**src/design/soc_pkg.sv**
```systemverilog
/*
 * Shared bus types and SoC constants for the system-bus side.
 * Requests use a valid/ready handshake. A zero wstrb means a read.
 * Misc register indices come from address bits 6..2.
 */

`default_nettype none

package soc_pkg;

	// --------------------
	// Bus types
	// --------------------

	// Request from the bus master, held until ready
	typedef struct packed {
		logic        valid;
		logic [31:0] addr;
		logic [31:0] wdata;
		logic [3:0]  wstrb;
	} bus_req_t;

	// Response back to the master
	typedef struct packed {
		logic        ready;
		logic [31:0] rdata;
	} bus_rsp_t;

	// --------------------
	// Address map
	// --------------------

	// Regions selected by address bits 31..28
	localparam logic [3:0] REGION_MISC = 4'h2;
	localparam logic [3:0] REGION_RAM  = 4'h4;

	// Misc register indices
	localparam logic [4:0] MISC_REG_LED       = 5'd0;
	localparam logic [4:0] MISC_REG_BTN       = 5'd1;
	localparam logic [4:0] MISC_REG_SOC_VER   = 5'd2;
	localparam logic [4:0] MISC_REG_FLASH_SEL = 5'd13;
	localparam logic [4:0] MISC_REG_GENIO_IN  = 5'd17;
	localparam logic [4:0] MISC_REG_GENIO_OUT = 5'd18;
	localparam logic [4:0] MISC_REG_GENIO_OE  = 5'd19;
	localparam logic [4:0] MISC_REG_GENIO_W2S = 5'd20;
	localparam logic [4:0] MISC_REG_GENIO_W2C = 5'd21;

	// --------------------
	// Constants
	// --------------------

	// Read data for accesses that hit no slave
	localparam logic [31:0] BUS_ERROR_WORD = 32'hDEAD_BEEF;

	localparam logic [31:0] SOC_VERSION = 32'h0000_0000;

	// Upper 24 bits of a flash select write that request an FPGA reload
	localparam logic [23:0] RELOAD_KEY = 24'hD0F1A5;

	// Start value of the flash select countdown
	localparam logic [2:0] FSEL_DELAY_START = 3'd7;

	// Interrupt vector bit positions
	// Bits 0..2 belong to the CPU and stay zero here
	localparam int IRQ_BUS_ERROR = 3;
	localparam int IRQ_USB       = 4;
	localparam int IRQ_COPPER    = 5;
	localparam int IRQ_AUDIO     = 6;

endpackage

`default_nettype wire

```
**src/design/fsel_sequencer.sv**
```systemverilog
/*
 * Flash select sequencer. A strobe restarts the countdown at 7.
 * The flash mux clock is high for three cycles of the count.
 * Once PROGRAMN drops it stays low until reset.
 */

`default_nettype none

module fsel_sequencer import soc_pkg::*; (
	input  logic clk48m,
	input  logic rst,
	input  logic fsel_strobe_i,
	input  logic reload_queue_i,
	output logic fsel_c_o,
	output logic programn_o
);

	// Count values that bound the mux clock pulse
	localparam logic [2:0] PULSE_FIRST = 3'd5;
	localparam logic [2:0] PULSE_LAST  = 3'd3;

	// Reload fires on the step from this value down to 1
	localparam logic [2:0] RELOAD_FROM = 3'd2;

	logic [2:0] count_q;
	logic       reload_q;

	always_ff @(posedge clk48m) begin
		if (rst) begin
			count_q  <= 3'd0;
			reload_q <= 1'b0;
		end else if (fsel_strobe_i) begin
			count_q <= FSEL_DELAY_START;
		end else if (count_q != 3'd0) begin
			count_q <= count_q - 3'd1;
			// Mux data has long settled by now
			if (count_q == RELOAD_FROM && reload_queue_i) begin
				reload_q <= 1'b1;
			end
		end
	end

	assign fsel_c_o   = (count_q <= PULSE_FIRST) && (count_q >= PULSE_LAST);
	assign programn_o = ~reload_q;

endmodule

`default_nettype wire

```
**config.mk**
```make
export PLATFORM = sky130hd
export DESIGN_NAME = fsel_sequencer
export DESIGN_NICKNAME = d
export VERILOG_FILES = /design/src/design/soc_pkg.sv /design/src/design/fsel_sequencer.sv
export SDC_FILE = /design/constraint.sdc
export NUM_CORES = 1
export LEC_CHECK = 0
export ABC_AREA = 1
export BUFFER_PORTS_ARGS = -buffer_cell sky130_fd_sc_hd__buf_2
export CORE_AREA = 2 2 39 41
export CTS_BUF_LIST = sky130_fd_sc_hd__clkbuf_16
export DETAILED_ROUTE_END_ITERATION = 10
export DIE_AREA = 0 0 41 43
export GPL_ROUTABILITY_DRIVEN = 0
export GPL_TIMING_DRIVEN = 1
export PLACE_DENSITY = 0.47
export SYNTH_ARGS = -nofsm -noshare
export SYNTH_HDL_FRONTEND = slang
export SYNTH_SLANG_ARGS = --single-unit
```
**constraint.sdc**
```tcl
create_clock -name clk48m -period 0.9 [get_ports clk48m]
set_input_delay 0.045 -clock clk48m [delete_from_list [all_inputs] [get_ports clk48m]]
set_output_delay 0.045 -clock clk48m [all_outputs]
set_load 0.02 [all_outputs]
```
Word level (Yosys, flattened, before mapping) --
Index checks and enable logic that the tools add are counted.
Operators by class: add/sub/neg operators 1, $mul 0, div/mod/pow operators 0, order comparisons 2, equality and inequality tests 1, shifts and indexed selects 0, muxes and demuxes 2, bitwise operators 2, reductions and logical operators 5
Operators by type and width (count):
- 3-bit 2-to-1 mux | 2
- 3-bit by 2-bit equality test with 1-bit output (second input constant) | 1
- 3-bit by 2-bit greater-or-equal comparator with 1-bit output (second input constant) | 1
- 3-bit less-or-equal comparator (second input constant) | 1
- 3-bit AND reduction | 1
- 3-bit nonzero test | 1
- 3-bit by 1-bit subtractor with 3-bit output (second input constant) | 1
- 1-bit logical AND | 2
- 1-bit inverter | 2
- 2-bit nonzero test | 1
Word-level totals: bits in registers 4, bits in latches 0, memory bits (writable) 0, bits in read-only memories 0, output and inout port bits 2, logic and storage cells 15, memories 0

Longest topological paths before layout --
Gate-level depths: netlist (run 1).
depth after elaboration 3, gate-level depth with buffers 7, gate-level depth less buffers 7

Worst setup path before layout (run 1) --
Ideal clock, no wire load.
path type register to register, from register count_q[0], to register count_q[0], library setup time 0.116 ns, arrival 0.885 ns, required time 0.784 ns, slack -0.101 ns, stages on the path, launching flop included 6, buffers on the path 0, period minus slack after synthesis 1.001 ns, cell sequence dfxtp_1 > inv_1 > ha_1 > nand3_1 > o21ai_0 > nor2_1
Between the ends: word-level cells in the longest chain between the ends 3, elaborated cells between the ends (all ways) 5
Ends and longest elaborated chain:
- start: declaration | RTL line fsel_sequencer.sv:25 | logic [2:0] count_q;
- start signal: assignment | RTL line fsel_sequencer.sv:35 | count_q <= count_q - 3'd1;
- 3-bit by 1-bit subtractor with 3-bit output | RTL line fsel_sequencer.sv:35
- 3-bit 2-to-1 mux | RTL line fsel_sequencer.sv:34 | end else if (count_q != 3'd0) begin
- 3-bit 2-to-1 mux | RTL line fsel_sequencer.sv:32 | end else if (fsel_strobe_i) begin
Several ways; a longest one is shown, not always the timed one. The select of a mux whose other input is x is not followed. A chain may end at the register's enable or synchronous reset.

Worst setup path after layout (run 1) --
from register count_q[0], to output port fsel_c_o
Between the ends: word-level cells in the longest chain between the ends 2, elaborated cells between the ends (all ways) 3
Ends and longest elaborated chain:
- 3-bit less-or-equal comparator / 3-bit by 2-bit greater-or-equal comparator with 1-bit output (equally long branches) | RTL line fsel_sequencer.sv:43 | assign fsel_c_o = (count_q <= PULSE_FIRST) && (count_q >= PULSE_LAST);
- 1-bit logical AND (*) | RTL line fsel_sequencer.sv:43
- end: declaration | RTL line fsel_sequencer.sv:14 | output logic fsel_c_o,
Every way passes the cells marked *; elsewhere a longest branch is shown, timed or not.

==> run metrics, run 1 <==
status=complete, but fails checks; violated checks=negative setup slack; Post-synth ARST share=0%; Flop pwr share=19.5%; CP startpoint=count_q[0]; RSZ-0062 raised after global routing=yes; Hold Path Class=primary input to register; CTS Buf Count=3; Max VDD drop=~0.00053 V; chip width=about 41 um; Yosys warnings=0; drt wl/cell=between 9 and 10 um; # diodes=0; Vias=around 240; total grt overflow=0; worst path cell trace=ha_4, nor2_2, a22oi_2, buf_6; H-Tree Depth=1; layout cells sized above 1=between 60 and 70%; final WL=561 um; crit path time final=approximately 1.1 ns; starting density of the core=between 10% and 20%; CTS tree=done; Worst path max stage delay=roughly 0.37 ns; Hold Fails Final Rpt=0; first-pass GRT wire length=between 900 and 1000 um; Avg Cell Area, Syn=around 7.4 um^2; CP startpoint kind=register; gr usage total=under 10%; Switch Pwr=0.300 mW; post-route clock period utilization=122%; f_max=approximately 910 MHz; PD cells=between 2000 and 2500 nW/um^2; Final Net Count=55; Gate power share=20.8%; Clock Power Share=59.7%; share of synthesized cell area in full adder, half adder and majority cells=around 20%; LEAKAGE=~0.21 nW; most used flip-flop cell after synthesis=dfxtp_1; dpl cells=between 50 and 60; sw frac=25.0%; most frequent cell after synthesis=nor2_1; top cells by count, synth=nor2_1, dfxtp_1, ha_1, inv_1; CP endpoint kind=primary output; Crit Path Max Fanout=4; Crit-path slowest cell=dfxtp_4; Mapped Cells=34; area grow syn2layout=93.5%; Max Transition Viols Final=0; worst endpoint required time=0.85 ns; vias in the first global route=about 220; Die Ht=roughly 43 um; # fillers=about 150; vias per cell=3.89; Synth area leader=dfxtp_1; crit path buf inv count=1; RR Startpoint=count_q[1]; 1st-pass router iterations=3; clk_lat worst skew=approximately 0.23 ns; Worst Hold Launch=fsel_strobe_i; CP arrival=approximately 1.1 ns; skew final=roughly 0.0027 ns; Synth Area in XOR/XNOR=under 10%; cell area after synthesis=about 250 um^2; Tightest Pin Transition=0.208 ns; Compound-Gate Fraction of Synth Area=7.00%; mux cell area share after synthesis=0%; initial antenna violation count=0; largest net degree at the start of global routing=5; DRC errors left=0; flop and latch count out of synthesis=4; Final Util=a little over a third; Final HPWL DP=roughly 360 um; sequential fraction of the synthesis area=roughly 32%; remaining antenna violation count=0; root buffer cell=clkbuf_16; post-synth net total=between 40 and 50; Ports=6; IO buf count=5; total of max-cap violations=0; EDFF count, synth=0; Final Non-Filler Cells=62; Row Count=14; Max clock buf depth=2; clk sinks=4; DRT iter0 DRCs=1; Clk pin slew, worst setup/hold paths=0.03 ns; Slew Limit Headroom=between 80% and 90%; Area contributors post-synth=dfxtp_1, ha_1, nor2_1; Final WS setup=-0.201 ns; core area=1380 um^2; endpoints failing setup=5; Int Pwr=about 0.9 mW; post-synthesis simple-gate area fraction=between 20% and 30%; Synth top area share=approximately a third; Top delay family on crit path=flip-flops; Distinct cells, synth=13; Setup Crit Path Kind=register to primary output; Die ar.=between 1500 and 2000 um^2; largest family of logic cells by synthesized area=simple AND/OR/NAND/NOR gates; TNS Setup=-0.810 ns
## final cells by class
class                   instances  area, um^2  area share [%]
inverters                       6        25.0            5.17
well taps                      16        20.0            4.13
clock buffers                   3        75.1            15.5
repair buffers                  8        63.8            13.2
flip-flops and latches          4        87.6            18.1
multi-input cells              24         209            43.2
clock inverters                 1        3.75           0.775
## metrics by stage
stage	power [mW]	area [um^2]	hold WS, ns	setup WS (ns)
floorplan	0.366	283	0.117	-0.00679
detailed placement	0.416	335	0.224	-0.0803
finish	1.20	484	0.108	-0.201
CTS	1.19	459	0.0959	-0.207
global route	1.26	484	0.136	-0.259
global placement	0.416	335	0.220	-0.0929
## state kept, by name, summed over array words and instances, names as in the netlist
register  count
count_q       3
reload_q      1
## layer usage
layer  part of all wire [%]  track usage [%]  vias up
met5                      0                0        -
met4                    2.3             8.00        0
met2                     47             11.6        6
li1                       -                -      130
met1                     47             9.97      103
met3                    2.5             1.57        2
## tightest hold or removal path, cell delays in order
cell     delay, ns
buf_2         0.08
inv_2         0.06
a21oi_1       0.11
## cells by family after synthesis
logic type,Yosys count
AOI/OAI and AO/OA,3
xor gates and xnor gates,1
adders and majority gates,4
buffers and inverters,6
DFF,4
and+or+nand+nor,16
## power groups by stage
stage               Sequential [mW]  Combinational [mW]  Clock, mW
floorplan                     0.229               0.137          0
global placement              0.233               0.182          0
detailed placement            0.234               0.182          0
CTS                           0.234               0.221      0.732
global route                  0.238               0.278      0.747
finish                        0.234               0.250      0.717
## what timing repair did
item	in CTS	in global routing
resized for setup	7	6
buffers inserted	1	0
hold endpoints to repair	1	0
pin swaps	7	9
setup endpoints to repair	5	5
hold buffers	1	0
## layout by cell type, fill, tap and decap left out
master and count:
o21ai_2 1, dfxtp_4 2, a22oi_2 1, nor2_2 2, nand3_2 2, buf_2 4, xnor2_1 1, clkbuf_16 3
ha_4 2, nand2_4 2, inv_4 1, inv_1 3, a21oi_1 1, inv_2 3, buf_6 3, ha_2 2
nand3_1 1, nor2_1 6, dlygate4sd3_1 1, nand2_1 3, dfxtp_1 2
## final timing paths
kind              depth (start not counted)  slack [ns]    endpoint
setup / recovery                          4       -0.20    fsel_c_o
hold / removal                            3        0.11  count_q[2]
setup reg to reg                          8       -0.18    reload_q
hold reg to reg                           2        0.49    reload_q
(Power assumes the default switching activity.)
==> run 2, diff against run 1 <==
--- a/config.mk
+++ b/config.mk
@@ -8,7 +8,7 @@
 export ABC_AREA = 1
 export BUFFER_PORTS_ARGS = -buffer_cell sky130_fd_sc_hd__buf_2
 export CORE_AREA = 2 2 39 41
-export CTS_BUF_LIST = sky130_fd_sc_hd__clkbuf_16
+export CTS_BUF_LIST = sky130_fd_sc_hd__clkbuf_8
 export DETAILED_ROUTE_END_ITERATION = 10
 export DIE_AREA = 0 0 41 43
 export GPL_ROUTABILITY_DRIVEN = 0
==> constraint.sdc (replaced) <==
create_clock -name clk48m -period 0.9 [get_ports clk48m]
set_input_delay 0.045 -clock clk48m [delete_from_list [all_inputs] [get_ports clk48m]]
set_output_delay 0.045 -clock clk48m [all_outputs]
set_load 0.1 [all_outputs]
==> run 2 against run 1 <==
Net effect: sequential cell count did not move; register-to-register slack barely moved; utilization fell by 2.6 points; critical path type unchanged; largest cell class unchanged; critical endpoint unchanged; fmax fell by 4.7%; via count fell by 9.5%; clock-buffer cell count did not move; sequential share of layout area rose by 1.7 points; the flow still finishes with violations (negative setup slack); hold slack improved by 0.026 ns; total power fell by 23%; final cell count fell by 1.6%; critical path depth did not move.
==> run metrics, run 2 (synthesis results as in run 1) <==
Slew Limit Headroom=between 80% and 90%; CP arrival=~1.1 ns; Switch Pwr=approximately 0.30 mW; Most flops, register=count_q; Clock Power Share=39.4%; Setup Crit Path Kind=register to primary output; Die ar.=~1800 um^2; most frequent cells in the layout=nor2_1, nand2_1, inv_2, clkbuf_8, buf_2; met2 Usage GRT=under 10%; CTS tree=done; sw frac=approximately a third; Row Count=14; IO buf count=5; # fillers=148; Hold Path Class=primary input to register; CP endpoint kind=primary output; post-route clock period utilization=128%; vias per cell=3.57; crit path time final=~1.2 ns; layout cells sized above 1=57.8%; total of max-cap violations=0; largest net degree at the start of global routing=6; busiest layer in global routing=met1; DP Area=372 um^2; CTS Buf Count=3; Die Ht=~43 um; total grt overflow=0; H-Tree Depth=1; clk sinks=4; Vias=218; Final Non-Filler Cells=61; drt wl/cell=7.84 um; worst endpoint required time=approximately 0.85 ns; DRT iter0 DRCs=3; Ports=6; Finished Cell Area=~450 um^2; met1 Resource Use GR=between 8 and 9%; commonest non-fill, non-tap cell in the layout=nor2_1; dpl cells=56; clk_lat worst skew=0.21 ns; Clk pin slew, worst setup/hold paths=~0.030 ns; max FFs per register=3; Flop pwr share=around 25%; skew final=about 0.00056 ns; initial antenna violation count=0; Tightest Pin Transition=0.217 ns; endpoints failing setup=5; PD cells=roughly 2100 nW/um^2; Max clock buf depth=2; DRC errors left=0; f_max=around 870 MHz; root buffer cell=clkbuf_8; starting density of the core=between 15 and 20%; Max VDD drop=between 0.0008 and 0.0009 V; CP startpoint kind=register; remaining antenna violation count=0; Final WS setup=-0.255 ns; Final Net Count=between 50 and 60; core area=1380 um^2; # diodes=0; vias in the first global route=211; chip width=just over 40 um; final WL=around 480 um; gr usage total=7.34%; area grow syn2layout=79.0%; Gate power share=a little over a third; status=complete, but fails checks; Regs by FF count=count_q: 3 flops, reload_q: 1 flops; violated checks=negative setup slack; LEAKAGE=between 0.15 and 0.2 nW; Crit Path Max Fanout=4; first-pass GRT wire length=around 800 um; 1st-pass router iterations=4; Place WS=-0.123 ns; RSZ-0062 raised after global routing=yes; Max Transition Viols Final=0; met3 Track Usage GR=between 4 and 5%; Int Pwr=approximately 0.63 mW; Hold Fails Final Rpt=0
## run 2: through the flow
step / power, mW / hold WS [ns] / setup TNS, ns / util [%]
3_3_place_gp: 0.533 / 0.223 / -0.497 / 26.9
6_report: 0.928 / 0.134 / -0.890 / 32.4
3_5_place_dp: 0.533 / 0.229 / -0.493 / 26.9
4_1_cts: 0.944 / 0.131 / -0.916 / 32.4
5_1_grt: 0.976 / 0.147 / -1.23 / 32.4
2_1_floorplan: 0.439 / 0.117 / -0.771 / -
## run 2: repair_timing
item	4_1_cts	5_1_grt
buffers inserted	1	0
resized for setup	5	0
setup endpoints to repair	6	5
endpoints found under the hold margin	1	0
pin swaps	1	0
hold buffers	1	0
## run 2: metal layers
| metal | up-vias | part of all wire, % |
|---|---|---|
| li1 | 127 | - |
| met1 | 87 | 47 |
| met2 | 4 | 50 |
| met3 | 0 | 2.7 |
| met4 | 0 | 0 |
| met5 | - | 0 |
## run 2: cell type report
type	count	area [um^2]	share of cell area, %
clock buffer	3	41.3	9.22
timing repair buffer	8	83.8	18.7
multi-input combinational	24	185	41.3
tap	16	20.0	4.47
sequential	4	88.8	19.8
inverter	6	28.8	6.42
## run 2: power by group through the flow
stage | Clock (mW) | Sequential [mW] | Combinational [mW]
floorplan | 0 | 0.232 | 0.207
global placement | 0 | 0.238 | 0.295
detailed placement | 0 | 0.238 | 0.295
CTS | 0.381 | 0.235 | 0.328
global route | 0.388 | 0.238 | 0.349
finish | 0.365 | 0.234 | 0.328
## run 2: worst max-delay path, cell delays in order (launching register included)
cell	delay (ns)
dfxtp_4	0.37
ha_4	0.13
nor2_2	0.03
a22oi_2	0.17
buf_12	0.20
## run 2: path summary, 6_finish.rpt
path,slack [ns],depth (start not counted),endpoint,start
worst max-delay path,-0.26,4,fsel_c_o,count_q[0]
worst min-delay path,0.13,3,count_q[2],fsel_strobe_i
worst max register to register,-0.17,5,count_q[2],count_q[1]
worst min register to register,0.49,2,reload_q,reload_q
