===== src/design/soc_pkg.sv =====
/*
 * Shared bus types and SoC constants for the system-bus side.
 * Requests use a valid/ready handshake. A zero wstrb means a read.
 * Misc register indices come from address bits 6..2.
 */

`default_nettype none

package soc_pkg;

	// --------------------
	// Bus types
	// --------------------

	// Request from the bus master, held until ready
	typedef struct packed {
		logic        valid;
		logic [31:0] addr;
		logic [31:0] wdata;
		logic [3:0]  wstrb;
	} bus_req_t;

	// Response back to the master
	typedef struct packed {
		logic        ready;
		logic [31:0] rdata;
	} bus_rsp_t;

	// --------------------
	// Address map
	// --------------------

	// Regions selected by address bits 31..28
	localparam logic [3:0] REGION_MISC = 4'h2;
	localparam logic [3:0] REGION_RAM  = 4'h4;

	// Misc register indices
	localparam logic [4:0] MISC_REG_LED       = 5'd0;
	localparam logic [4:0] MISC_REG_BTN       = 5'd1;
	localparam logic [4:0] MISC_REG_SOC_VER   = 5'd2;
	localparam logic [4:0] MISC_REG_FLASH_SEL = 5'd13;
	localparam logic [4:0] MISC_REG_GENIO_IN  = 5'd17;
	localparam logic [4:0] MISC_REG_GENIO_OUT = 5'd18;
	localparam logic [4:0] MISC_REG_GENIO_OE  = 5'd19;
	localparam logic [4:0] MISC_REG_GENIO_W2S = 5'd20;
	localparam logic [4:0] MISC_REG_GENIO_W2C = 5'd21;

	// --------------------
	// Constants
	// --------------------

	// Read data for accesses that hit no slave
	localparam logic [31:0] BUS_ERROR_WORD = 32'hDEAD_BEEF;

	localparam logic [31:0] SOC_VERSION = 32'h0000_0000;

	// Upper 24 bits of a flash select write that request an FPGA reload
	localparam logic [23:0] RELOAD_KEY = 24'hD0F1A5;

	// Start value of the flash select countdown
	localparam logic [2:0] FSEL_DELAY_START = 3'd7;

	// Interrupt vector bit positions
	// Bits 0..2 belong to the CPU and stay zero here
	localparam int IRQ_BUS_ERROR = 3;
	localparam int IRQ_USB       = 4;
	localparam int IRQ_COPPER    = 5;
	localparam int IRQ_AUDIO     = 6;

endpackage

`default_nettype wire


===== src/design/bus_decoder.sv =====
/*
 * Routes the single bus master to a slave by address bits 31..28.
 * Purely combinational. Slaves see valid only inside their own region.
 * Unmapped regions complete at once with the bus error word.
 */

`default_nettype none

module bus_decoder import soc_pkg::*; (
	input  bus_req_t bus_req_i,
	output bus_req_t misc_req_o,
	output bus_req_t ram_req_o,
	input  bus_rsp_t misc_rsp_i,
	input  bus_rsp_t ram_rsp_i,
	output bus_rsp_t bus_rsp_o,
	output logic     bus_error_o
);

	logic [3:0] region;
	logic       misc_hit;
	logic       ram_hit;

	assign region   = bus_req_i.addr[31:28];
	assign misc_hit = (region == REGION_MISC);
	assign ram_hit  = (region == REGION_RAM);

	// --------------------
	// Request gating
	// --------------------

	// Address and data go to every slave, valid only to the one selected
	always_comb begin
		misc_req_o = bus_req_i;
		misc_req_o.valid = bus_req_i.valid && misc_hit;
	end

	always_comb begin
		ram_req_o = bus_req_i;
		ram_req_o.valid = bus_req_i.valid && ram_hit;
	end

	// --------------------
	// Response mux
	// --------------------

	always_comb begin
		bus_rsp_o = '0;
		if (misc_hit) begin
			bus_rsp_o = misc_rsp_i;
		end else if (ram_hit) begin
			bus_rsp_o = ram_rsp_i;
		end else begin
			// Nothing lives here, answer in the same cycle
			bus_rsp_o.ready = bus_req_i.valid;
			bus_rsp_o.rdata = BUS_ERROR_WORD;
		end
	end

	// Raised for as long as an unmapped access is on the bus
	assign bus_error_o = bus_req_i.valid && !misc_hit && !ram_hit;

endmodule

`default_nettype wire


===== config.mk =====
export PLATFORM = sky130hd
export DESIGN_NAME = bus_decoder
export DESIGN_NICKNAME = d
export VERILOG_FILES = /design/src/design/soc_pkg.sv /design/src/design/bus_decoder.sv
export SDC_FILE = /design/constraint.sdc
export NUM_CORES = 1
export LEC_CHECK = 0
export BUFFER_PORTS_ARGS = -buffer_cell sky130_fd_sc_hd__buf_4
export CAP_MARGIN = 10
export CELL_PAD_IN_SITES_DETAIL_PLACEMENT = 2
export CELL_PAD_IN_SITES_GLOBAL_PLACEMENT = 2
export CORE_ASPECT_RATIO = 0.9
export CORE_MARGIN = 3
export CORE_UTILIZATION = 10
export DETAILED_ROUTE_END_ITERATION = 6
export PLACE_DENSITY = 0.95
export SETUP_SLACK_MARGIN = 0.4
export SLEW_MARGIN = 5
export SYNTH_ARGS = -nofsm -noshare
export SYNTH_HDL_FRONTEND = slang
export SYNTH_SLANG_ARGS = --single-unit

===== constraint.sdc =====
create_clock -name vclk -period 1.5
set_input_delay 0 -clock vclk [all_inputs]
set_output_delay 0 -clock vclk [all_outputs]
set_load 0.1 [all_outputs]

# Yosys cells after proc, flatten, opt, wreduce, memory -nomap -nowiden
# Index checks and enable logic that the tools add are counted.
[word_totals]
regBits = 0
latch_bits = 0
mem_bits_rw = 0
romBits = 0
in_bits = 135
out_inout_bits = 172
wordCells = 10
n_memories = 0
[op_classes]
addsub = 0
mul = 0
div_mod_pow = 0
n_lt_le_gt_ge = 0
eq_ne = 2
n_shift = 0
muxes = 2
bitwise = 0
n_reduce_logical = 6
[op_table]
columns = ["op", "count"]
rows = [
  ["$mux 33", 2],
  ["$eq 4x2->1 const B", 1],
  ["$eq 4x3->1 const B", 1],
  ["$logic_and 1x1->1", 4],
  ["$logic_not 1->1", 2],
]

# Depth between registers and ports, before layout
# Gate-level depths: netlist (run 1).
[logic_depth]
ltp_word = 4
ltp_mapped = 5
depth_no_buf = 3

# Worst setup path after synthesis (run 1)
# No wires, ideal clock.
[synth_timing]
kind = "input -> output"
start = "input port bus_req_i[66] (netlist bit)"
end = "output port bus_error_o"
arrival_ps = 2471
t_required_ps = 1500
setup_slack_ps = -971
stages = 3
n_path_buf = 1
cell_sequence = "buf_2 -> xor2_1 -> a21boi_0"
[synth_via]
elab_chain_len = 4
elab_cells_between_ends = 6
cone_classes = "eq/ne: 2; reduce/logical: 4"
[synth_lines]
columns = ["element", "line_no", "source"]
rows = [
  ["from (decl)", "bus_decoder.sv:10", "input bus_req_t bus_req_i,"],
  ["$eq 4x2->1", "bus_decoder.sv:24", "assign misc_hit = (region == REGION_MISC);"],
  ["$logic_not 1->1", "bus_decoder.sv:60", "assign bus_error_o = bus_req_i.valid && !misc_hit && !ram_hit;"],
  ["$logic_and 1x1->1", "bus_decoder.sv:60", ""],
  ["$logic_and 1x1->1 *", "bus_decoder.sv:60", ""],
  ["to (decl)", "bus_decoder.sv:16", "output logic bus_error_o"],
]
# Every way passes the cells marked *; elsewhere a longest branch is shown, timed or not.

==> metrics, run 1 <==
status=completed; Initial Util=10.4%; Setup crit end kind=output pin; Sequential cell area=0 sq um; Peak VDD IR=0.0000999 V; cell taking the most area after synthesis=buf_4; Rel. slew slack=57.8%; DR pass1 iterations=4; Antenna Cells=0; Placed Area=0.00187 sq mm; pwr dens=357 mW/mm^2; RSZ-0062 raised after global routing=yes; final hold viol count=0; Worst Setup SP=bus_req_i[67]; DR WL/cell=17.8 um; Crit-path slowest cell=or4b_4; post-route ant nets=0; max incr delay on CP=0.56 ns; Crit path top cell by count=buf_12; routed vias=1151; DRC violations left=0; top cells by count, synth=136 x buf_4, 24 x o22a_1, 8 x a22o_1; Seq/Total Area, Yosys=0%; crit-path cells=buf_12 > or4b_4 > buf_12 > o22a_4 > buf_6; Hold Buf Count CTS=0; Layout Cell Area excl Fill=0.00215 sq mm; Setup-failing EPs final=0; Crit path buffers/inverters=3; Final Cycle Share=87.6%; P_leak=0.878 nW; ranking of synthesized cells by area=buf_4 69%, o22a_1 14%, a22o_1 4.7%; Layout fillers=1671; GRT Util Overall=7.34%; drt total wl=6.51 mm; FP Rows=41; initial DRC count=8; die width=134 um; Remaining Overflow, GRT=0; Worst-Margin Slew=0.625 ns; # port buffers=115; Slew Limit Fails=0; Fmax=761 MHz; vias in the first global route=1404; largest net degree at the start of global routing=25; Post-Syn Nets=324; max cap viols=0; antenna violations before repair=0; synthesized cell area=0.00148 sq mm; most common cell in the netlist=buf_4; average size of a mapped cell=7.82 sq um; CP Max Fanout=24; I/O Pins=307; post-synth top area share=69.1%; Startpoint Class=input pin; Area growth syn-to-layout=45.3%; vias per cell=3.14; critical path class=in2out; Chip Height=121 um; required time of the critical path=1.50 ns; Levels on crit path=5; crit path capture=bus_rsp_o[0]; Synth Warn #=0; Top delay family on crit path=simple AND/OR/NAND/NOR gates; Cells on Worst Hold Path=0; gpl congestion=0.667; layout cells sized above 1=96.0%; CLK BUF=0; TNS Setup=0 ns; Multi-input gate area=687 sq um; crit path DAT=1.31 ns; Gate Count Post-Synth=189; Die ar.=0.0163 sq mm; DP HPWL=5.74 mm; core area=0.0143 sq mm; FFs & Latches=0; Final #Nets=310; Distinct cells, synth=18; first-pass GRT wire length=9.06 mm; fin crit period=1.31 ns; HP Class=in2out
-- metrics by stage --
step | cells | total power [mW] | util [%] | hold WS (ns) | setup WS [ns]
floorplan | 189 | 2.08 | - | 0.212 | 0.277
global placement | 363 | 0.707 | 13.1 | 0.000995 | 0.130
detailed placement | 363 | 0.718 | 13.1 | 0.000995 | 0.102
CTS | 365 | 0.761 | 14.6 | 0.000995 | 0.178
global route | 366 | 0.797 | 15.1 | 0.000209 | 0.158
finish | 366 | 0.766 | 15.1 | 0.0000483 | 0.186
-- area by class of cell --
class / count / area share (%)
Tap cell: 193 / 11.2
Timing Repair Buffer: 127 / 56.8
Multi-Input combinational cell: 46 / 32.0
-- repair_timing --
item / 4_1_cts / 5_1_grt
endpoints found under the setup margin: 35 / 35
pin swaps: 2 / 9
setup buffers: 1 / 1
hold endpoints to repair: 0 / 0
gates cloned: 1 / 0
gates resized for setup: 51 / 14
-- cells in the final DEF (no fill, tap or decap), drive strengths merged --
cell type  instances
nand3b             1
or3                1
o22a              24
a21boi             1
o41ai              1
or4b               1
and2               2
xor2               1
nor4b              2
buf              127
a22o               8
o221ai             1
nand2b             1
a21oi              1
nor2               1
-- cells by family after synthesis --
kind of cell | share of synthesized area [%]
buffers and inverters | 73.0
AO/OA/AOI/OAI | 21.0
AND/OR/NAND/NOR | 5.42
XOR/XNOR | 0.593
-- worst min path at each step --
stage	from	endpoint	slack (ns)
6_report	bus_req_i[23]	misc_req_o[23]	0.00005
4_1_cts	bus_req_i[62]	ram_req_o[62]	0.001
3_5_place_dp	bus_req_i[62]	ram_req_o[62]	0.001
5_1_grt	bus_req_i[23]	misc_req_o[23]	0.0002
2_1_floorplan	bus_req_i[0]	misc_req_o[0]	0.21
3_3_place_gp	bus_req_i[62]	ram_req_o[62]	0.001
-- routing by layer --
| metal | vias up | global-route usage (%) | wire length, um |
|---|---|---|---|
| met5 | - | 0 | 0 |
| met4 | 0 | 3.12 | 288 |
| met3 | 43 | 2.65 | 826 |
| met2 | 115 | 15.5 | 3650 |
| met1 | 517 | 5.96 | 1750 |
| li1 | 476 | - | - |
-- where the power goes --
part	leakage, nW	internal [mW]	switching, mW	total (mW)
Combinational	0.878	0.295	0.471	0.766
Clock	0	0	0	0
Sequential	0	0	0	0
Total	0.878	0.295	0.471	0.766
(Power assumes the default switching activity.)
==> run 2, diff against run 1 <==
--- a/config.mk
+++ b/config.mk
@@ -13,8 +13,9 @@
 export CORE_MARGIN = 3
 export CORE_UTILIZATION = 10
 export DETAILED_ROUTE_END_ITERATION = 6
+export GPL_TIMING_DRIVEN = 1
 export PLACE_DENSITY = 0.95
-export SETUP_SLACK_MARGIN = 0.4
+export SETUP_SLACK_MARGIN = 0.15
 export SLEW_MARGIN = 5
 export SYNTH_ARGS = -nofsm -noshare
 export SYNTH_HDL_FRONTEND = slang
==> metrics, run 2 (synthesis results as in run 1) <==
status=completed; critical path class=in2out; gpl congestion=0.639 (-4.2%); Fmax=764 MHz (+0.38%); Setup crit end kind=output pin; fin crit period=1.31 ns (-0.00499 ns); Rel. slew slack=73.8% (+16 points); Antenna Cells=0 (unchanged); DRC violations left=0 (unchanged); Startpoint Class=input pin; crit path DAT=1.31 ns (about the same); HP Class=in2out; drt total wl=6.38 mm (-2.0%); Final Total Pwr=0.656 mW (-14%); Sequential cell area=0 sq um (unchanged); Met3 Wirelength=924 um (+12%); initial DRC count=20 (+12); Peak VDD IR=0.0000770 V (-23%); Multi-input gate area=472 sq um (-31%); FP Rows=41 (unchanged); Clk network pwr share=0% (unchanged); Crit path buffers/inverters=2 (-1); required time of the critical path=1.50 ns (about the same); core area=0.0143 sq mm (unchanged); final hold viol count=0 (unchanged); vias in the first global route=1274 (-9.3%); max incr delay on CP=0.65 ns (+0.09 ns); P_leak=0.686 nW (-22%); commonest non-fill, non-tap cells in the layout=116 x buf_4, 20 x o22a_2, 8 x a22o_2; Remaining Overflow, GRT=0 (unchanged); most common cell after layout, fill and taps aside=buf_4; routed vias=1115 (-3.1%); max layer used=met4; Die ar.=0.0163 sq mm (unchanged); DR pass1 iterations=4 (unchanged); FFs & Latches=0 (unchanged); TNS Setup=0 ns (unchanged); Crit path top cell by count=buf_4; Setup-failing EPs final=0 (unchanged); switching power total=0.436 mW (-7.5%); Top delay family on crit path=simple AND/OR/NAND/NOR gates; Area growth syn-to-layout=10.8%; max cap viols=0 (unchanged); I/O Pins=307 (unchanged); antenna violations before repair=0 (unchanged); CP Max Fanout=12 (-50%); largest net degree at the start of global routing=25 (unchanged); Slew Limit Fails=0 (unchanged); CLK BUF=0 (unchanged); layout cells sized above 1=93.5% (-2.5 points); Internal=0.221 mW (-25%); Worst-Margin Slew=0.387 ns (-0.238 ns); Final Cycle Share=87.3% (-0.33 points); DP HPWL=5.28 mm (-8.1%); RSZ-0062 raised after global routing=yes; Initial Util=10.4% (unchanged); met1 WL=1.98 mm (+13%); Final #Nets=305 (-1.6%); metal2 WL=3.21 mm (-12%); post-route ant nets=0 (unchanged); crit-path cells=buf_4 > or4b_4 > o22a_2 > buf_4; # port buffers=115 (unchanged); Crit-path slowest cell=or4b_4; Chip Height=121 um (unchanged); DR WL/cell=17.7 um (-0.62%); sequential share of power=0% (unchanged); GRT Util Overall=6.87% (-0.47 points); pwr dens=401 mW/mm^2 (+12%); die width=134 um (unchanged); switching part of the total=66.4% (+4.9 points); vias per cell=3.09 (-1.8%); Logic pwr share=100.0% (about the same); Layout fillers=1716 (+2.7%); first-pass GRT wire length=8.40 mm (-7.2%)
run 2: cell count changes in the layout (fill, tap and decap cells not counted), moves of 4 or more:
cell,change
buf_4,+32
buf_6,-27
o22a_4,-20
o22a_2,+16
buf_12,-10
a22o_2,+8
a22o_4,-8
o22a_1,+4
run 2: power groups by stage:
stage | clock (mW) | sequential [mW] | combinational (mW)
floorplan | 0 | 0 | 2.03
global placement | 0 | 0 | 0.639
detailed placement | 0 | 0 | 0.650
CTS | 0 | 0 | 0.659
global route | 0 | 0 | 0.684
finish | 0 | 0 | 0.656
run 2: final cells by class:
class / count / share of cell area [%]
multi-input combinational: 48 / 28.8
tap: 193 / 14.7
timing repair buffer: 120 / 56.5
run 2: what timing repair did:
item / 4_1_cts / 5_1_grt
pin swaps: 1 / 1
gates cloned: 1 / 1
hold buffers: 0 / 0
setup buffers: 0 / 0
endpoints found under the hold margin: 0 / 0
setup endpoints to repair: 25 / 16
resized for setup: 1 / 4
run 2: final timing paths:
check             cells past startpoint  slack [ns]       endpoint           from
setup / recovery                      4        0.19   bus_rsp_o[3]  bus_req_i[67]
hold / removal                        0     0.00005  misc_req_o[8]   bus_req_i[8]
run 2: through the flow:
| stage | cell area [sq um] | worst slack, ns | instances | hold slack, ns | util (%) |
|---|---|---|---|---|---|
| CTS | 1610 | 0.116 | 360 | 0.000994 | 11.3 |
| global route | 1640 | 0.109 | 361 | 0.000211 | 11.5 |
| finish | 1640 | 0.191 | 361 | 0.0000483 | 11.5 |
| floorplan | 1520 | 0.0778 | 189 | 0.212 | - |
| global placement | 1600 | 0.126 | 359 | 0.000994 | 11.2 |
| detailed placement | 1600 | 0.0884 | 359 | 0.000994 | 11.2 |
run 2: layer usage:
layer / GRT usage [%] / up-vias
li1: - / 471
met1: 6.43 / 484
met2: 13.1 / 121
met3: 3.07 / 39
met4: 2.54 / 0
met5: 0 / -
==> run 3, diff against run 2 <==
--- a/config.mk
+++ b/config.mk
@@ -15,6 +15,7 @@
 export DETAILED_ROUTE_END_ITERATION = 6
 export GPL_TIMING_DRIVEN = 1
 export PLACE_DENSITY = 0.95
+export REMOVE_ABC_BUFFERS = 1
 export SETUP_SLACK_MARGIN = 0.15
 export SLEW_MARGIN = 5
 export SYNTH_ARGS = -nofsm -noshare
==> metrics, run 3 (synthesis results as in run 1) <==
first-pass GRT wire length=20.5 mm (+140%); most common cell after layout, fill and taps aside=buf_4; GRT busiest layer=met2; pwr dens=413 mW/mm^2 (+3.1%); FP Rows=41 (unchanged); GRT Util Overall=19.8% (+13 points); Antenna Cells=0 (unchanged); Area growth syn-to-layout=8.38%; largest net degree at the start of global routing=25 (unchanged); Remaining Overflow, GRT=0 (unchanged); Sequential cell area=0 sq um (unchanged); met1 Track Usage GR=14.0% (+7.6 points); crit-path cells=buf_4 > or4b_4 > o22a_1 > buf_6; Worst-Margin Slew=0.319 ns (-0.0687 ns); I/O Pins=307 (unchanged); Peak VDD IR=0.0000695 V (-9.7%); Initial Util=10.4% (unchanged); DRC violations left=0 (unchanged); drt total wl=17.2 mm (+170%); Rel. slew slack=78.5% (+4.6 points); CP Max Fanout=11 (-1); core area=0.0143 sq mm (unchanged); grt met3 use=23.8% (+21 points); Layout Cell Area excl Fill=0.00160 sq mm (-2.2%); gpl congestion=0.827 (+29%); Hold WS=0.000362 ns (+0.000313 ns); final hold viol count=0 (unchanged); CLK BUF=0 (unchanged); Final Total Pwr=0.662 mW (+0.81%); die width=134 um (unchanged); required time of the critical path=1.50 ns (about the same); Setup-failing EPs final=0 (unchanged); Placed Area=0.00153 sq mm (-4.1%); fin crit period=1.36 ns (+0.0530 ns); placed cell count=358 (-0.28%); Crit-path slowest cell=or4b_4; vias per cell=3.74 (+21%); vias in the first global route=1441 (+13%); Final #Nets=304 (-0.33%); Chip Height=121 um (unchanged); status=completed; DR WL/cell=47.8 um (+170%); Slew Limit Fails=0 (unchanged); Startpoint Class=input pin; initial DRC count=49 (+150%); HP Class=in2out; post-route ant nets=0 (unchanged); commonest non-fill, non-tap cells in the layout=111 x buf_4, 23 x o22a_1, 8 x a22o_1, 8 x buf_6, 3 x or4b_4; layout cells sized above 1=76.0% (-17 points); max cap viols=0 (unchanged); P_leak=0.674 nW (-1.8%); met2 GRT Util=34.2% (+21 points); Die ar.=0.0163 sq mm (unchanged); Final Cycle Share=90.8% (+3.5 points); FFs & Latches=0 (unchanged); RSZ-0062 raised after global routing=yes; Post-CTS Setup Bufs=0 (unchanged); antenna violations before repair=0 (unchanged); critical path class=in2out; Fmax=734 MHz (-3.9%); max incr delay on CP=0.66 ns (about the same); crit path DAT=1.36 ns (+0.05 ns); DR pass1 iterations=4 (unchanged); Setup crit end kind=output pin; DP HPWL=15.5 mm (+190%); # port buffers=115 (unchanged); post-route insts no fill=360 (-0.28%); routed vias=1346 (+21%)
[run 3: metal layers]
metal | vias to the layer above | wire length [um]
li1 | 467 | -
met4 | 6 | 189
met3 | 18 | 4460
met1 | 589 | 4100
met5 | - | 127
met2 | 266 | 8340
[run 3: worst paths after layout]
| kind | startpoint | end | cells past startpoint |
|---|---|---|---|
| max | bus_req_i[65] | bus_rsp_o[21] | 4 |
| min | bus_req_i[12] | misc_req_o[12] | 0 |
[run 3: timing repair]
| action | CTS | global route |
|---|---|---|
| resized for setup | 3 | 10 |
| pin swaps | 1 | 2 |
| hold endpoints to repair | 0 | 0 |
| cloned | 2 | 0 |
| hold buffers | 0 | 0 |
| setup endpoints to repair | 25 | 12 |
[run 3: power breakdown]
part / internal [mW] / leakage [nW] / switching [mW]
Clock: 0 / 0 / 0
Combinational: 0.217 / 0.674 / 0.445
Sequential: 0 / 0 / 0
[run 3: final cells by class]
| class | count | area (sq um) |
|---|---|---|
| Tap cell | 193 | 241 |
| Fill cell | 1715 | 12700 |
| Multi-Input combinational cell | 48 | 437 |
| Timing Repair Buffer | 119 | 923 |
[run 3: worst max-delay path, delay by kind of cell]
kind                   cells  cell delay, ns
and+or+nand+nor            1            0.66
AOI/OAI and AO/OA          1            0.32
buffers and inverters      2            0.38
[run 3: through the flow]
step | TNS, ns | util [%] | setup WS (ns)
4_1_cts | 0 | 11.0 | 0.117
5_1_grt | 0 | 11.2 | 0.130
2_1_floorplan | -1.27 | - | -0.831
3_3_place_gp | 0 | 10.8 | 0.0336
6_report | 0 | 11.2 | 0.138
3_5_place_dp | 0 | 10.8 | 0.00544
