[src/design/soc_pkg.sv]
/*
 * Shared bus types and SoC constants for the system-bus side.
 * Requests use a valid/ready handshake. A zero wstrb means a read.
 * Misc register indices come from address bits 6..2.
 */

`default_nettype none

package soc_pkg;

	// --------------------
	// Bus types
	// --------------------

	// Request from the bus master, held until ready
	typedef struct packed {
		logic        valid;
		logic [31:0] addr;
		logic [31:0] wdata;
		logic [3:0]  wstrb;
	} bus_req_t;

	// Response back to the master
	typedef struct packed {
		logic        ready;
		logic [31:0] rdata;
	} bus_rsp_t;

	// --------------------
	// Address map
	// --------------------

	// Regions selected by address bits 31..28
	localparam logic [3:0] REGION_MISC = 4'h2;
	localparam logic [3:0] REGION_RAM  = 4'h4;

	// Misc register indices
	localparam logic [4:0] MISC_REG_LED       = 5'd0;
	localparam logic [4:0] MISC_REG_BTN       = 5'd1;
	localparam logic [4:0] MISC_REG_SOC_VER   = 5'd2;
	localparam logic [4:0] MISC_REG_FLASH_SEL = 5'd13;
	localparam logic [4:0] MISC_REG_GENIO_IN  = 5'd17;
	localparam logic [4:0] MISC_REG_GENIO_OUT = 5'd18;
	localparam logic [4:0] MISC_REG_GENIO_OE  = 5'd19;
	localparam logic [4:0] MISC_REG_GENIO_W2S = 5'd20;
	localparam logic [4:0] MISC_REG_GENIO_W2C = 5'd21;

	// --------------------
	// Constants
	// --------------------

	// Read data for accesses that hit no slave
	localparam logic [31:0] BUS_ERROR_WORD = 32'hDEAD_BEEF;

	localparam logic [31:0] SOC_VERSION = 32'h0000_0000;

	// Upper 24 bits of a flash select write that request an FPGA reload
	localparam logic [23:0] RELOAD_KEY = 24'hD0F1A5;

	// Start value of the flash select countdown
	localparam logic [2:0] FSEL_DELAY_START = 3'd7;

	// Interrupt vector bit positions
	// Bits 0..2 belong to the CPU and stay zero here
	localparam int IRQ_BUS_ERROR = 3;
	localparam int IRQ_USB       = 4;
	localparam int IRQ_COPPER    = 5;
	localparam int IRQ_AUDIO     = 6;

endpackage

`default_nettype wire

[src/design/misc_regs.sv]
/*
 * Misc register block. Answers every access with zero wait states.
 * Writes need wstrb bit 0. GENIO_W must not exceed 32.
 * The reload request is sticky until reset.
 */

`default_nettype none

module misc_regs import soc_pkg::*; #(
	parameter int GENIO_W = 30
) (
	input  logic               clk48m,
	input  logic               rst,
	input  bus_req_t           req_i,
	output bus_rsp_t           rsp_o,
	input  logic [7:0]         btn_i,
	output logic [15:0]        led_o,
	input  logic [GENIO_W-1:0] genio_in_i,
	output logic [GENIO_W-1:0] genio_out_o,
	output logic [GENIO_W-1:0] genio_oe_o,
	output logic               trace_en_o,
	output logic               fsel_d_o,
	output logic               fsel_strobe_o,
	output logic               reload_queue_o
);

	logic [4:0]         reg_idx;
	logic               wr_en;
	logic [GENIO_W-1:0] wr_genio;
	logic [31:0]        rd_data;

	assign reg_idx  = req_i.addr[6:2];
	assign wr_en    = req_i.valid && req_i.wstrb[0];
	assign wr_genio = req_i.wdata[GENIO_W-1:0];

	// --------------------
	// Read side
	// --------------------

	always_comb begin
		case (reg_idx)
			MISC_REG_LED:       rd_data = {16'h0, led_o};
			// Buttons are active low on the board
			MISC_REG_BTN:       rd_data = {24'h0, ~btn_i};
			MISC_REG_SOC_VER:   rd_data = SOC_VERSION;
			MISC_REG_FLASH_SEL: rd_data = {31'h0, fsel_d_o};
			MISC_REG_GENIO_IN:  rd_data = 32'(genio_in_i);
			MISC_REG_GENIO_OUT: rd_data = 32'(genio_out_o);
			MISC_REG_GENIO_OE:  rd_data = 32'(genio_oe_o);
			default:            rd_data = 32'h0;
		endcase
	end

	// No wait states, the access completes in the cycle it is seen
	assign rsp_o.ready = req_i.valid;
	assign rsp_o.rdata = rd_data;

	// --------------------
	// Write side
	// --------------------

	always_ff @(posedge clk48m) begin
		if (rst) begin
			led_o          <= '0;
			genio_out_o    <= '0;
			genio_oe_o     <= '0;
			trace_en_o     <= 1'b0;
			fsel_d_o       <= 1'b0;
			fsel_strobe_o  <= 1'b0;
			reload_queue_o <= 1'b0;
		end else begin
			fsel_strobe_o <= 1'b0;
			if (wr_en) begin
				case (reg_idx)
					MISC_REG_LED: begin
						led_o <= req_i.wdata[15:0];
					end
					MISC_REG_SOC_VER: begin
						// Version itself is read only, bit 0 drives trace enable
						trace_en_o <= req_i.wdata[0];
					end
					MISC_REG_FLASH_SEL: begin
						fsel_d_o      <= req_i.wdata[0];
						fsel_strobe_o <= 1'b1;
						if (req_i.wdata[31:8] == RELOAD_KEY) begin
							reload_queue_o <= 1'b1;
						end
					end
					MISC_REG_GENIO_OUT: begin
						genio_out_o <= wr_genio;
					end
					MISC_REG_GENIO_OE: begin
						genio_oe_o <= wr_genio;
					end
					// Set and clear aliases touch only the ones in wdata
					MISC_REG_GENIO_W2S: begin
						genio_out_o <= genio_out_o | wr_genio;
					end
					MISC_REG_GENIO_W2C: begin
						genio_out_o <= genio_out_o & ~wr_genio;
					end
					default: begin
					end
				endcase
			end
		end
	end

endmodule

`default_nettype wire

[config.mk]
export PLATFORM = sky130hd
export DESIGN_NAME = misc_regs
export DESIGN_NICKNAME = d
export VERILOG_FILES = /design/src/design/soc_pkg.sv /design/src/design/misc_regs.sv
export SDC_FILE = /design/constraint.sdc
export NUM_CORES = 1
export LEC_CHECK = 0
export ABC_CLOCK_PERIOD_IN_PS = 1700
export BUFFER_PORTS_ARGS = -buffer_cell sky130_fd_sc_hd__buf_2
export CAP_MARGIN = 15
export CORE_MARGIN = 8
export CORE_UTILIZATION = 41
export DETAILED_ROUTE_END_ITERATION = 10
export PLACE_DENSITY = 0.75
export SETUP_SLACK_MARGIN = 0.05
export SYNTH_ARGS = -nofsm -noshare
export SYNTH_HDL_FRONTEND = slang
export SYNTH_SLANG_ARGS = --single-unit
export TNS_END_PERCENT = 1
[constraint.sdc]
create_clock -name clk48m -period 1.7 [get_ports clk48m]
set_clock_uncertainty 0.1 [all_clocks]
set_input_delay 0.17 -clock clk48m [delete_from_list [all_inputs] [get_ports clk48m]]
set_output_delay 0.17 -clock clk48m [all_outputs]
set_load 0.02 [all_outputs]
== After elaboration in Yosys (flattened, before gate mapping) ==
Index checks and enable logic that the tools add are counted.

* Bits in registers: 80
* Input port bits: 109
* Output and inout bits: 113
* Logic and storage cells: 34

* Reductions and logical operators: 10
* Muxes and demuxes: 3
* Eq/ne operators: 9
* Bitwise logic cells: 5

{| class="wikitable"
|+ Operator list
! operator !! number
|-
| 30-bit one-hot mux with 6 select lines || 1
|-
| 30-bit one-hot mux with 3 select lines || 1
|-
| 30-bit bitwise AND || 1
|-
| 30-bit inverter || 1
|-
| 30-bit OR || 1
|-
| 5-bit equality test, second input constant || 5
|-
| 24-bit equality test, second input constant || 1
|-
| 2-bit AND reduction || 5
|-
| 8-bit inverter || 1
|-
| 5-bit by 1-bit equality test with 1-bit output, second input constant || 1
|-
| 5-bit by 2-bit equality test with 1-bit output, second input constant || 1
|-
| 5-bit by 4-bit equality test with 1-bit output, second input constant || 1
|-
| 5-bit logical NOT || 1
|-
| 3-bit AND reduction || 1
|-
| 3-bit nonzero test || 1
|-
| 2-bit OR reduction || 1
|-
| 1-bit logical AND || 1
|-
| 1-bit two-way mux || 1
|-
| 1-bit inverter || 1
|}

== Longest topological paths before layout ==
Gate-level depths: netlist of the first run.

* Depth in word-level cells: 3
* Gate-level depth with buffers: 7
* Depth with buffers taken out: 4

== Worst setup path after synthesis of the first run ==
No wires, ideal clock.

* Path kind: input port to output port
* From: input req_i[42] (netlist bit)
* To: output rsp_o[0] (netlist bit)
* Slack: -0.199 ns
* Data required time: 1.430 ns
* Path buffers: 2
* Arrival time: 1.629 ns
* Stages on the path: 6
* Path through: or3_1 buf_6 nor3_1 buf_2 a22oi_1 nand3_1

{| class="wikitable"
|+ RTL lines
! what !! RTL line !! RTL
|-
| start: declaration || misc_regs.sv:14 || <nowiki>input bus_req_t req_i,</nowiki>
|-
| end: declaration || misc_regs.sv:15 || <nowiki>output bus_rsp_t rsp_o,</nowiki>
|}

==> metrics.txt, run 1 <==
data required time at the worst endpoint 1.43 ns; cell count of the worst reg-to-reg path 2; sequential cell area fraction in the yosys report 0.3904; via density per instance 5.710; total number of H-tree levels 3; maximum fanout encountered on the critical timing path 5; cell-by-cell trace of the critical path buf_6 -> buf_6 -> or2b_4 -> buf_6 -> nor2b_4 -> buf_12 -> buf_8 -> a222oi_1 -> inv_1 -> buf_6; number of register bits inferred by synthesis 80; critical path capture point type primary output; initial core utilization 0.4217; synth warn 0; worst path arrival time 1.52 ns; input/output buffers 189; Final Hold Viols 0; total chip power 4.106 mW; cell family contributing the most delay on the critical path buffers and inverters; number of enable-type register cells in the synthesized netlist 0; mux share of post-synthesis cell area 0.04392; total power density per cell area 647.6 mW/mm^2; result of the run finished with violations; maximum operating frequency 0.5581 GHz; final RePlAce weighted congestion 0.8451; multi-input gate area in the final layout 0.002335 sq mm; total global-route track usage 0.2459; GRT overflow 0; Most used DFF post-synth dfxtp_1; HPWL after detailed placement 11510 um; Detailed Routing Iterations Pass 1 7; worst path bufs/invs 7; maximum number of pins on one net before global-route repair 81; core box area 0.009729 sq mm; crit-path max cell delay 0.29 ns; dominant combinational cell family by area after synthesis compound AO/OA/AOI/OAI gates; width of the die 116.0 um; latest clock arrival within the worst-skew pair 0.34 ns; leak pwr 2.928 nW; Syn Area/Cell 8.060 sq um; total standard cell area after synthesis 0.004103 sq mm; sequential cell area 0.001603 sq mm; violations in the final reports setup timing; Final setup violation count 30; total CTS buffers 9; post-synthesis compound-gate area fraction 0.3022; Clk pin slew, worst setup/hold paths 0.08 ns; setup repair after global routing missed its margin yes; Worst Hold Path Cells 3; area share of xor/xnor cells in the synthesized design 0; fraction of final layout cells with drive strength greater than 1 0.3673; clk sinks 80; via total after detailed routing 5025; stages on the worst setup path 10; most used cell along the critical path buf_6; first-pass GRT wire length 26160 um; DRC violation count after routing 0; cell with the largest stage delay on the worst path a222oi_1; worst slack after detailed placement -0.2132 ns; initial antenna violation count 0; nature of the critical path startpoint input pin; DRT Wirelength 16910 um; ports placed on the boundary 222; Min Clock Period, post-route 1.792 ns; category of the critical setup timing path in -> out; slack of the critical path -0.09164 ns; via count of the first global-routing pass 5124; clk buf depth 2; # rows 36; Avg WL per Cell 19.21 um; # nets final 850; CTS tree built; maximum VDD drop 0.4408 mV; share of the clock period used by the worst path after layout 1.054; area of the die 0.01346 sq mm; Synth Instances 509; simple-gate share of the synthesized area 0.1949; Clock Root Buffer clkbuf_8; Area Growth Syn to Fin 54.53%; number of nets with antenna violations after routing 0; Final Max Tran Viols 0; Hold Path Class in -> reg; Max Cap Viol 0; synthesized-area fraction occupied by adder cells 0; library cells used by synthesis 41; number of DRC markers after the initial detailed-route iteration 486; share of flip-flops with an asynchronous set or reset 0; overall die height 116.0 um; fill count 813
==> cell families (layout without fill, tap and decap cells) <==
logic type      count (synthesis)  count (layout)
simple gates                  163             163
flops                          80              80
other cells                     1               3
compound gates                185             185
mux                            18              18
buf+inv                        62             298
==> flip-flops by register name, summed over array words and instances (netlist names) <==
register,flops
fsel_d_o,1
trace_en_o,1
genio_out_o,30
reload_queue_o,1
fsel_strobe_o,1
led_o,16
genio_oe_o,30
==> timing repair <==
action	in CTS	in global routing
cloned	4	0
resized for setup	83	13
endpoints found under the setup margin	30	31
endpoints found under the hold margin	44	0
hold buffers	28	0
buffers inserted	5	0
pin swaps	17	14
==> where the power goes <==
part	leakage (nW)	internal (mW)	switching [mW]
registers	0.648	1.90	0.0377
clock network	0.108	0.868	0.678
logic	2.17	0.285	0.335
==> cells in the mapped netlist, types with 3 or more instances <==
library cell / number / area share
a221oi_1: 7 / 0.015
a22oi_1: 38 / 0.070
dfxtp_1: 80 / 0.39
nor3_1: 11 / 0.013
a211oi_1: 30 / 0.055
a21oi_1: 47 / 0.057
o21bai_1: 17 / 0.031
o21ai_0: 30 / 0.037
nand3b_1: 13 / 0.024
nand2_1: 77 / 0.070
nand3_1: 17 / 0.021
buf_4: 3 / 0.0055
mux2i_1: 18 / 0.044
nor2_1: 21 / 0.019
and2_1: 3 / 0.0046
inv_1: 15 / 0.014
clkbuf_1: 38 / 0.035
a222oi_1: 14 / 0.034
==> path summary, 6_finish.rpt <==
path / start / end / slack (ns)
hold reg to reg: genio_oe_o[12] / genio_oe_o[12] / 0.37
hold / removal: req_i[28] / genio_oe_o[24] / 0.02
setup / recovery: req_i[42] / rsp_o[29] / -0.09
setup reg to reg: genio_out_o[14] / genio_out_o[14] / 0.73
==> layout by cell type (no fill, tap or decap), types with 18 or more instances in the layout <==
cell type and n:
a211oi_1 30, a21oi_1 47, a22oi_1 32, buf_2 157, buf_4 35, buf_6 35, dfxtp_1 79, dlygate4sd3_1 28
mux2i_1 18, nand2_1 77, nor2_1 21, o21ai_0 30
==> worst reg2reg max path: cells and delay by family, from the launching register on <==
kind / cells / cell delay (ns)
AO/OA/AOI/OAI: 2 / 0.37
flip-flops: 1 / 0.42
==> layer usage <==
layer | track usage | up-vias | part of all wire
met5 | 0 | - | 0
met4 | 0.1245 | 0 | 0.029
met3 | 0.05836 | 35 | 0.084
met2 | 0.4158 | 245 | 0.49
met1 | 0.2836 | 2391 | 0.39
li1 | - | 2354 | -
==> area by class of cell <==
cell class              instances  area share
diodes                          1   0.0003947
clock buffers                  13     0.02349
clock inverters                 3     0.01026
inverters                      15    0.008881
multi-input cells             368      0.3683
flip-flops and latches         80      0.2528
well taps                     133     0.02625
repair buffers                267      0.3097
==> per-stage QoR <==
step	instances	TNS (ns)	hold WS (ns)	util	area (sq um)
5_1_grt	879	-2.801	0.02481	0.6514	6337
4_1_cts	879	-0.7018	0.009098	0.6462	6287
2_1_floorplan	510	-1.573	0.1481	-	4111
6_report	880	-1.276	0.01921	0.6516	6340
3_3_place_gp	827	-5.004	0.2951	0.5543	5393
3_5_place_dp	827	-7.487	0.3012	0.5543	5393
Note: power is estimated with default switching activity, not from simulation.
==> inputs of run 2 (changes only) <==
--- a/config.mk
+++ b/config.mk
@@ -9,3 +9,2 @@
 export BUFFER_PORTS_ARGS = -buffer_cell sky130_fd_sc_hd__buf_2
-export CAP_MARGIN = 15
 export CORE_MARGIN = 8
==> constraint.sdc (replaced) <==
create_clock -name clk48m -period 1.7 [get_ports clk48m]
set_clock_uncertainty 0.1 [all_clocks]
set_input_delay 0 -clock clk48m [delete_from_list [all_inputs] [get_ports clk48m]]
set_output_delay 0 -clock clk48m [all_outputs]
set_load 0.02 [all_outputs]
==> run 2 against run 1 <==
  * Flip-flop and latch count did not move
  * Critical endpoint is now rsp_o[25]
  * Count of clock-buffer cells in the layout fell by 3
  * Highest routed layer is now met5
  * Non-clock buffer count fell by 19
  * Sequential power barely moved
  * Sequential share of layout area rose by 2.2 points
  * Largest cell class unchanged
  * Clock power rose by 12%
  * The run now ends clean
==> metrics.txt, run 2 (same netlist as run 1, synthesis figures left out) <==
total CTS buffers 9; initial antenna violation count 1; result of the run completed; Avg WL per Cell 18.09 um; fill count 912; total global-route track usage 0.2238; multi-input gate area in the final layout 0.002256 sq mm; DRC violation count after routing 0; Min Clock Period, post-route 1.581 ns; Hold Path Class in -> reg; final RePlAce weighted congestion 0.7996; # rows 36; number of nets with antenna violations after routing 0; core box area 0.009729 sq mm; data required time at the worst endpoint 1.60 ns; number of buffers inserted by post-CTS setup repair 0; most common library cell in the layout ignoring fill and taps buf_2; ports placed on the boundary 222; GRT overflow 0; highest metal layer with signal wires met5; clk buf depth 2; Final Max Tran Viols 0; total negative slack for setup checks 0 ns; Final setup violation count 0; Clk pin slew, worst setup/hold paths 0.09 ns; input/output buffers 189; routed wire length on met2 7696 um; category of the critical setup timing path in -> out; Max Cap Viol 0; via density per instance 5.693; leak pwr 2.744 nW; DRT Wirelength 15560 um; area of the die 0.01346 sq mm; maximum number of pins on one net before global-route repair 81; # nets final 831; sequential cell area 0.001602 sq mm; overall die height 116.0 um; HPWL after detailed placement 11010 um; via total after detailed routing 4896; biggest registers after layout genio_oe_o x30, genio_out_o x30, led_o x16; setup repair after global routing missed its margin yes; clk sinks 80; Area Growth Syn to Fin 42.03%; fraction of final layout cells with drive strength greater than 1 0.3329; Detailed Routing Iterations Pass 1 6; first-pass GRT wire length 24160 um; Final Hold Viols 0; latest clock arrival within the worst-skew pair 0.33 ns; width of the die 116.0 um; worst path arrival time 1.48 ns; total number of H-tree levels 3; initial core utilization 0.4217; via count of the first global-routing pass 4857; CTS tree built; top library cells by usage in the layout, fill and taps aside 189 x buf_2, 80 x dfxtp_1, 77 x nand2_1, 47 x a21oi_1, 38 x a22oi_1; maximum fanout encountered on the critical timing path 22; Clock Root Buffer clkbuf_8; critical path capture point type primary output; nature of the critical path startpoint input pin; Met3 Routed Length 1434 um; maximum VDD drop 0.3814 mV; antenna cells 0; standard cell area after detailed placement 0.005243 sq mm; share of the clock period used by the worst path after layout 0.9299; Post-Route M1 WL 6134 um; maximum operating frequency 0.6326 GHz; post-route cell area 0.005827 sq mm; number of DRC markers after the initial detailed-route iteration 431; total power density per cell area 727.0 mW/mm^2
==> run 2: through the flow <==
stage	setup slack [ns]	utilization	hold WS (ns)	power, mW	instances
after floorplan	0.02429	-	-0.02189	2.225	510
after global placement	0.05789	0.5388	0.1279	2.456	812
after detailed placement	0.01234	0.5388	0.1380	2.475	812
after CTS	0.09806	0.5977	0.02969	4.278	860
after global routing	0.04767	0.5989	0.05015	4.395	860
final	0.1193	0.5989	0.04510	4.236	860
==> run 2: area by class of cell <==
class	count	share of cell area
Clock buffer	10	0.02362
Inverter	15	0.009663
Sequential cell	80	0.2749
Tap cell	133	0.02856
Clock inverter	6	0.01976
Timing Repair Buffer	248	0.2564
Multi-Input combinational cell	368	0.3872
==> run 2: worst paths after layout <==
check / start / end / slack, ns / cells after the start
setup / recovery: req_i[40] / rsp_o[25] / 0.12 / 8
hold / removal: rst / led_o[1] / 0.05 / 3
setup reg to reg: genio_out_o[4] / genio_out_o[4] / 0.71 / 2
hold reg to reg: genio_oe_o[8] / genio_oe_o[8] / 0.37 / 2
==> run 2: metal layers <==
| metal | global-route usage | vias to the layer above |
|---|---|---|
| met5 | 0 | - |
| met4 | 0.08902 | 2 |
| met3 | 0.04325 | 28 |
| met2 | 0.3884 | 264 |
| met1 | 0.2648 | 2296 |
| li1 | - | 2306 |
==> run 2: critical path, stage by stage <==
cell and delay (ns):
buf_2 0.10, buf_4 0.28, nor3b_2 0.09, and2_1 0.21
buf_4 0.21, a222oi_1 0.33, inv_1 0.09, buf_2 0.17
==> run 2: what timing repair did <==
action                     in CTS  in global routing
gates resized for setup         0                  2
hold buffers                   32                  0
hold endpoints to repair       79                  0
setup endpoints to repair       0                 12
==> run 2: report_power, final <==
group          switching, mW  internal [mW]  total (mW)
combinational          0.315          0.241       0.556
sequential            0.0362           1.90        1.94
clock                  0.718           1.02        1.74
==> inputs of run 3 (changes only) <==
==> constraint.sdc (replaced) <==
create_clock -name clk48m -period 1.7 [get_ports clk48m]
set_clock_uncertainty 0.1 [all_clocks]
set_input_delay 0.085 -clock clk48m [delete_from_list [all_inputs] [get_ports clk48m]]
set_output_delay 0.085 -clock clk48m [all_outputs]
set_load 0.02 [all_outputs]
==> run 3 against run 2 <==
  * Wire length grew 5.6%
  * Flip-flop and latch count is the same
  * Critical path depth did not move
  * Hold slack worse by 0.030 ns
  * Die area did not move
  * Sequential power about the same
  * Worst setup slack lost 0.052 ns
  * Register-to-register slack better by 0.02 ns
  * Count of clock-buffer cells in the layout rose by 1
  * Maximum frequency fell by 3.2%
==> metrics.txt, run 3 (same netlist as run 1, synthesis figures left out) <==
result of the run completed; cell-by-cell trace of the critical path buf_2 -> buf_4 -> or2b_4 -> nor3_4 -> buf_6 -> a22oi_1 -> nand3_1 -> buf_2; final RePlAce weighted congestion 0.8198; total CTS buffers 9; maximum operating frequency 0.6125 GHz; # nets final 844; Max Cap Viol 0; via count of the first global-routing pass 4877; core occupancy in the finished layout 0.6145; via total after detailed routing 5038; DRT Wirelength 16430 um; slack of the critical path 0.06724 ns; worst setup path end rsp_o[0]; Min Clock Period, post-route 1.633 ns; area of the die 0.01346 sq mm; input/output buffers 189; first element of the critical path req_i[41]; total number of H-tree levels 3; Avg WL per Cell 18.82 um; Hold Path Class in -> reg; setup slack, reg-to-reg 0.73 ns; maximum fanout encountered on the critical timing path 14; CTS tree built; Detailed Routing Iterations Pass 1 8; via density per instance 5.771; HPWL after detailed placement 11650 um; most used cell along the critical path buf_2; DRC violation count after routing 0; Final Hold Viols 0; biggest registers after layout genio_oe_o x30, genio_out_o x30, led_o x16; initial antenna violation count 1; ports placed on the boundary 222; fraction of final layout cells with drive strength greater than 1 0.3459; total global-route track usage 0.2324; total chip power 3.990 mW; width of the die 116.0 um; clk buf depth 2; maximum VDD drop 0.3198 mV; number of nets with antenna violations after routing 0; Final Max Tran Viols 0; crit-path max cell delay 0.28 ns; worst path bufs/invs 4; Area Growth Syn to Fin 45.72%; maximum number of pins on one net before global-route repair 42; cell with the largest stage delay on the worst path or2b_4; category of the critical setup timing path in -> out; top library cells by usage in the layout, fill and taps aside 189 x buf_2, 79 x dfxtp_1, 77 x nand2_1, 47 x a21oi_1, 38 x a22oi_1; total power density per cell area 667.4 mW/mm^2; clk sinks 80; cell family contributing the most delay on the critical path buffers and inverters; GRT overflow 0; most common library cell in the layout ignoring fill and taps buf_2; initial core utilization 0.4217; share of the clock period used by the worst path after layout 0.9604; r2r endpoint genio_out_o[12]; data required time at the worst endpoint 1.51 ns; instance count after placement with tap cells included 819; leak pwr 2.819 nW; Clk pin slew, worst setup/hold paths 0.08 ns; worst path arrival time 1.45 ns; Final setup violation count 0; core box area 0.009729 sq mm; critical path capture point type primary output; overall die height 116.0 um; Worst Hold Path Cells 4; antenna cells 0; nature of the critical path startpoint input pin; worst slack after detailed placement -0.07044 ns; first-pass GRT wire length 24920 um; latest clock arrival within the worst-skew pair 0.35 ns; number of DRC markers after the initial detailed-route iteration 432; worst reg2reg path startpoint genio_out_o[12]; worst hold-check slack 0.01468 ns; cell count of the worst reg-to-reg path 2; setup repair after global routing missed its margin yes; # rows 36; Finished Layout Cells 873; fill count 872; Clock Root Buffer clkbuf_8; stages on the worst setup path 8
run 3: cell types whose count changed in the layout (fill, tap and decap cells not counted), moves of 2 or more:
cell           change
buf_12             +2
buf_6              +7
bufinv_16          -2
clkinv_2           +2
dlygate4sd3_1      +2
nor3_2             -2
nor3_4             +2
run 3: final cells by class:
| class | count | area (sq um) | area share |
|---|---|---|---|
| clock inverters | 5 | 55.05 | 0.009209 |
| multi-input cells | 368 | 2281 | 0.3815 |
| flip-flops and latches | 80 | 1603 | 0.2681 |
| repair buffers | 261 | 1665 | 0.2786 |
| inverters | 15 | 56.30 | 0.009418 |
| well taps | 133 | 166.4 | 0.02784 |
| clock buffers | 11 | 151.4 | 0.02532 |
run 3: where the power goes:
group          internal [mW]  switching [mW]
combinational          0.263           0.329
clock                  0.754           0.706
sequential              1.90          0.0366
run 3: per-layer routing:
| metal | wire length (um) | vias up | GRT usage |
|---|---|---|---|
| met3 | 1537 | 29 | 0.05836 |
| met5 | 13 | - | 0 |
| li1 | - | 2336 | - |
| met1 | 6566 | 2403 | 0.2749 |
| met2 | 8072 | 268 | 0.4027 |
| met4 | 238 | 2 | 0.07174 |
run 3: worst min-delay path: cells and delay by family:
kind / cells / cell delay (ns)
buffers and inverters: 1 / 0.12
AND/OR/NAND/NOR: 1 / 0.06
AO/OA/AOI/OAI: 2 / 0.15
run 3: how the worst min path moves through the flow:
stage | from | end
finish | req_i[32] | genio_out_o[28]
global route | req_i[24] | genio_out_o[20]
CTS | req_i[32] | genio_out_o[28]
detailed placement | req_i[11] | genio_out_o[7]
global placement | req_i[6] | genio_out_o[2]
floorplan | req_i[42] | fsel_strobe_o
run 3: stage by stage:
stage	TNS (ns)	area, sq um
2_1_floorplan	-0.6554	4106
3_3_place_gp	-0.8690	5308
3_5_place_dp	-1.273	5308
4_1_cts	0	5869
5_1_grt	0	5978
6_report	0	5978
run 3: what timing repair did:
action                                  in CTS  in global routing
hold buffers                                34                  0
pin swaps                                    0                  1
setup buffers                                0                  2
endpoints found under the hold margin       69                  0
cloned                                       0                  2
gates resized for setup                      3                 15
endpoints found under the setup margin      30                 30
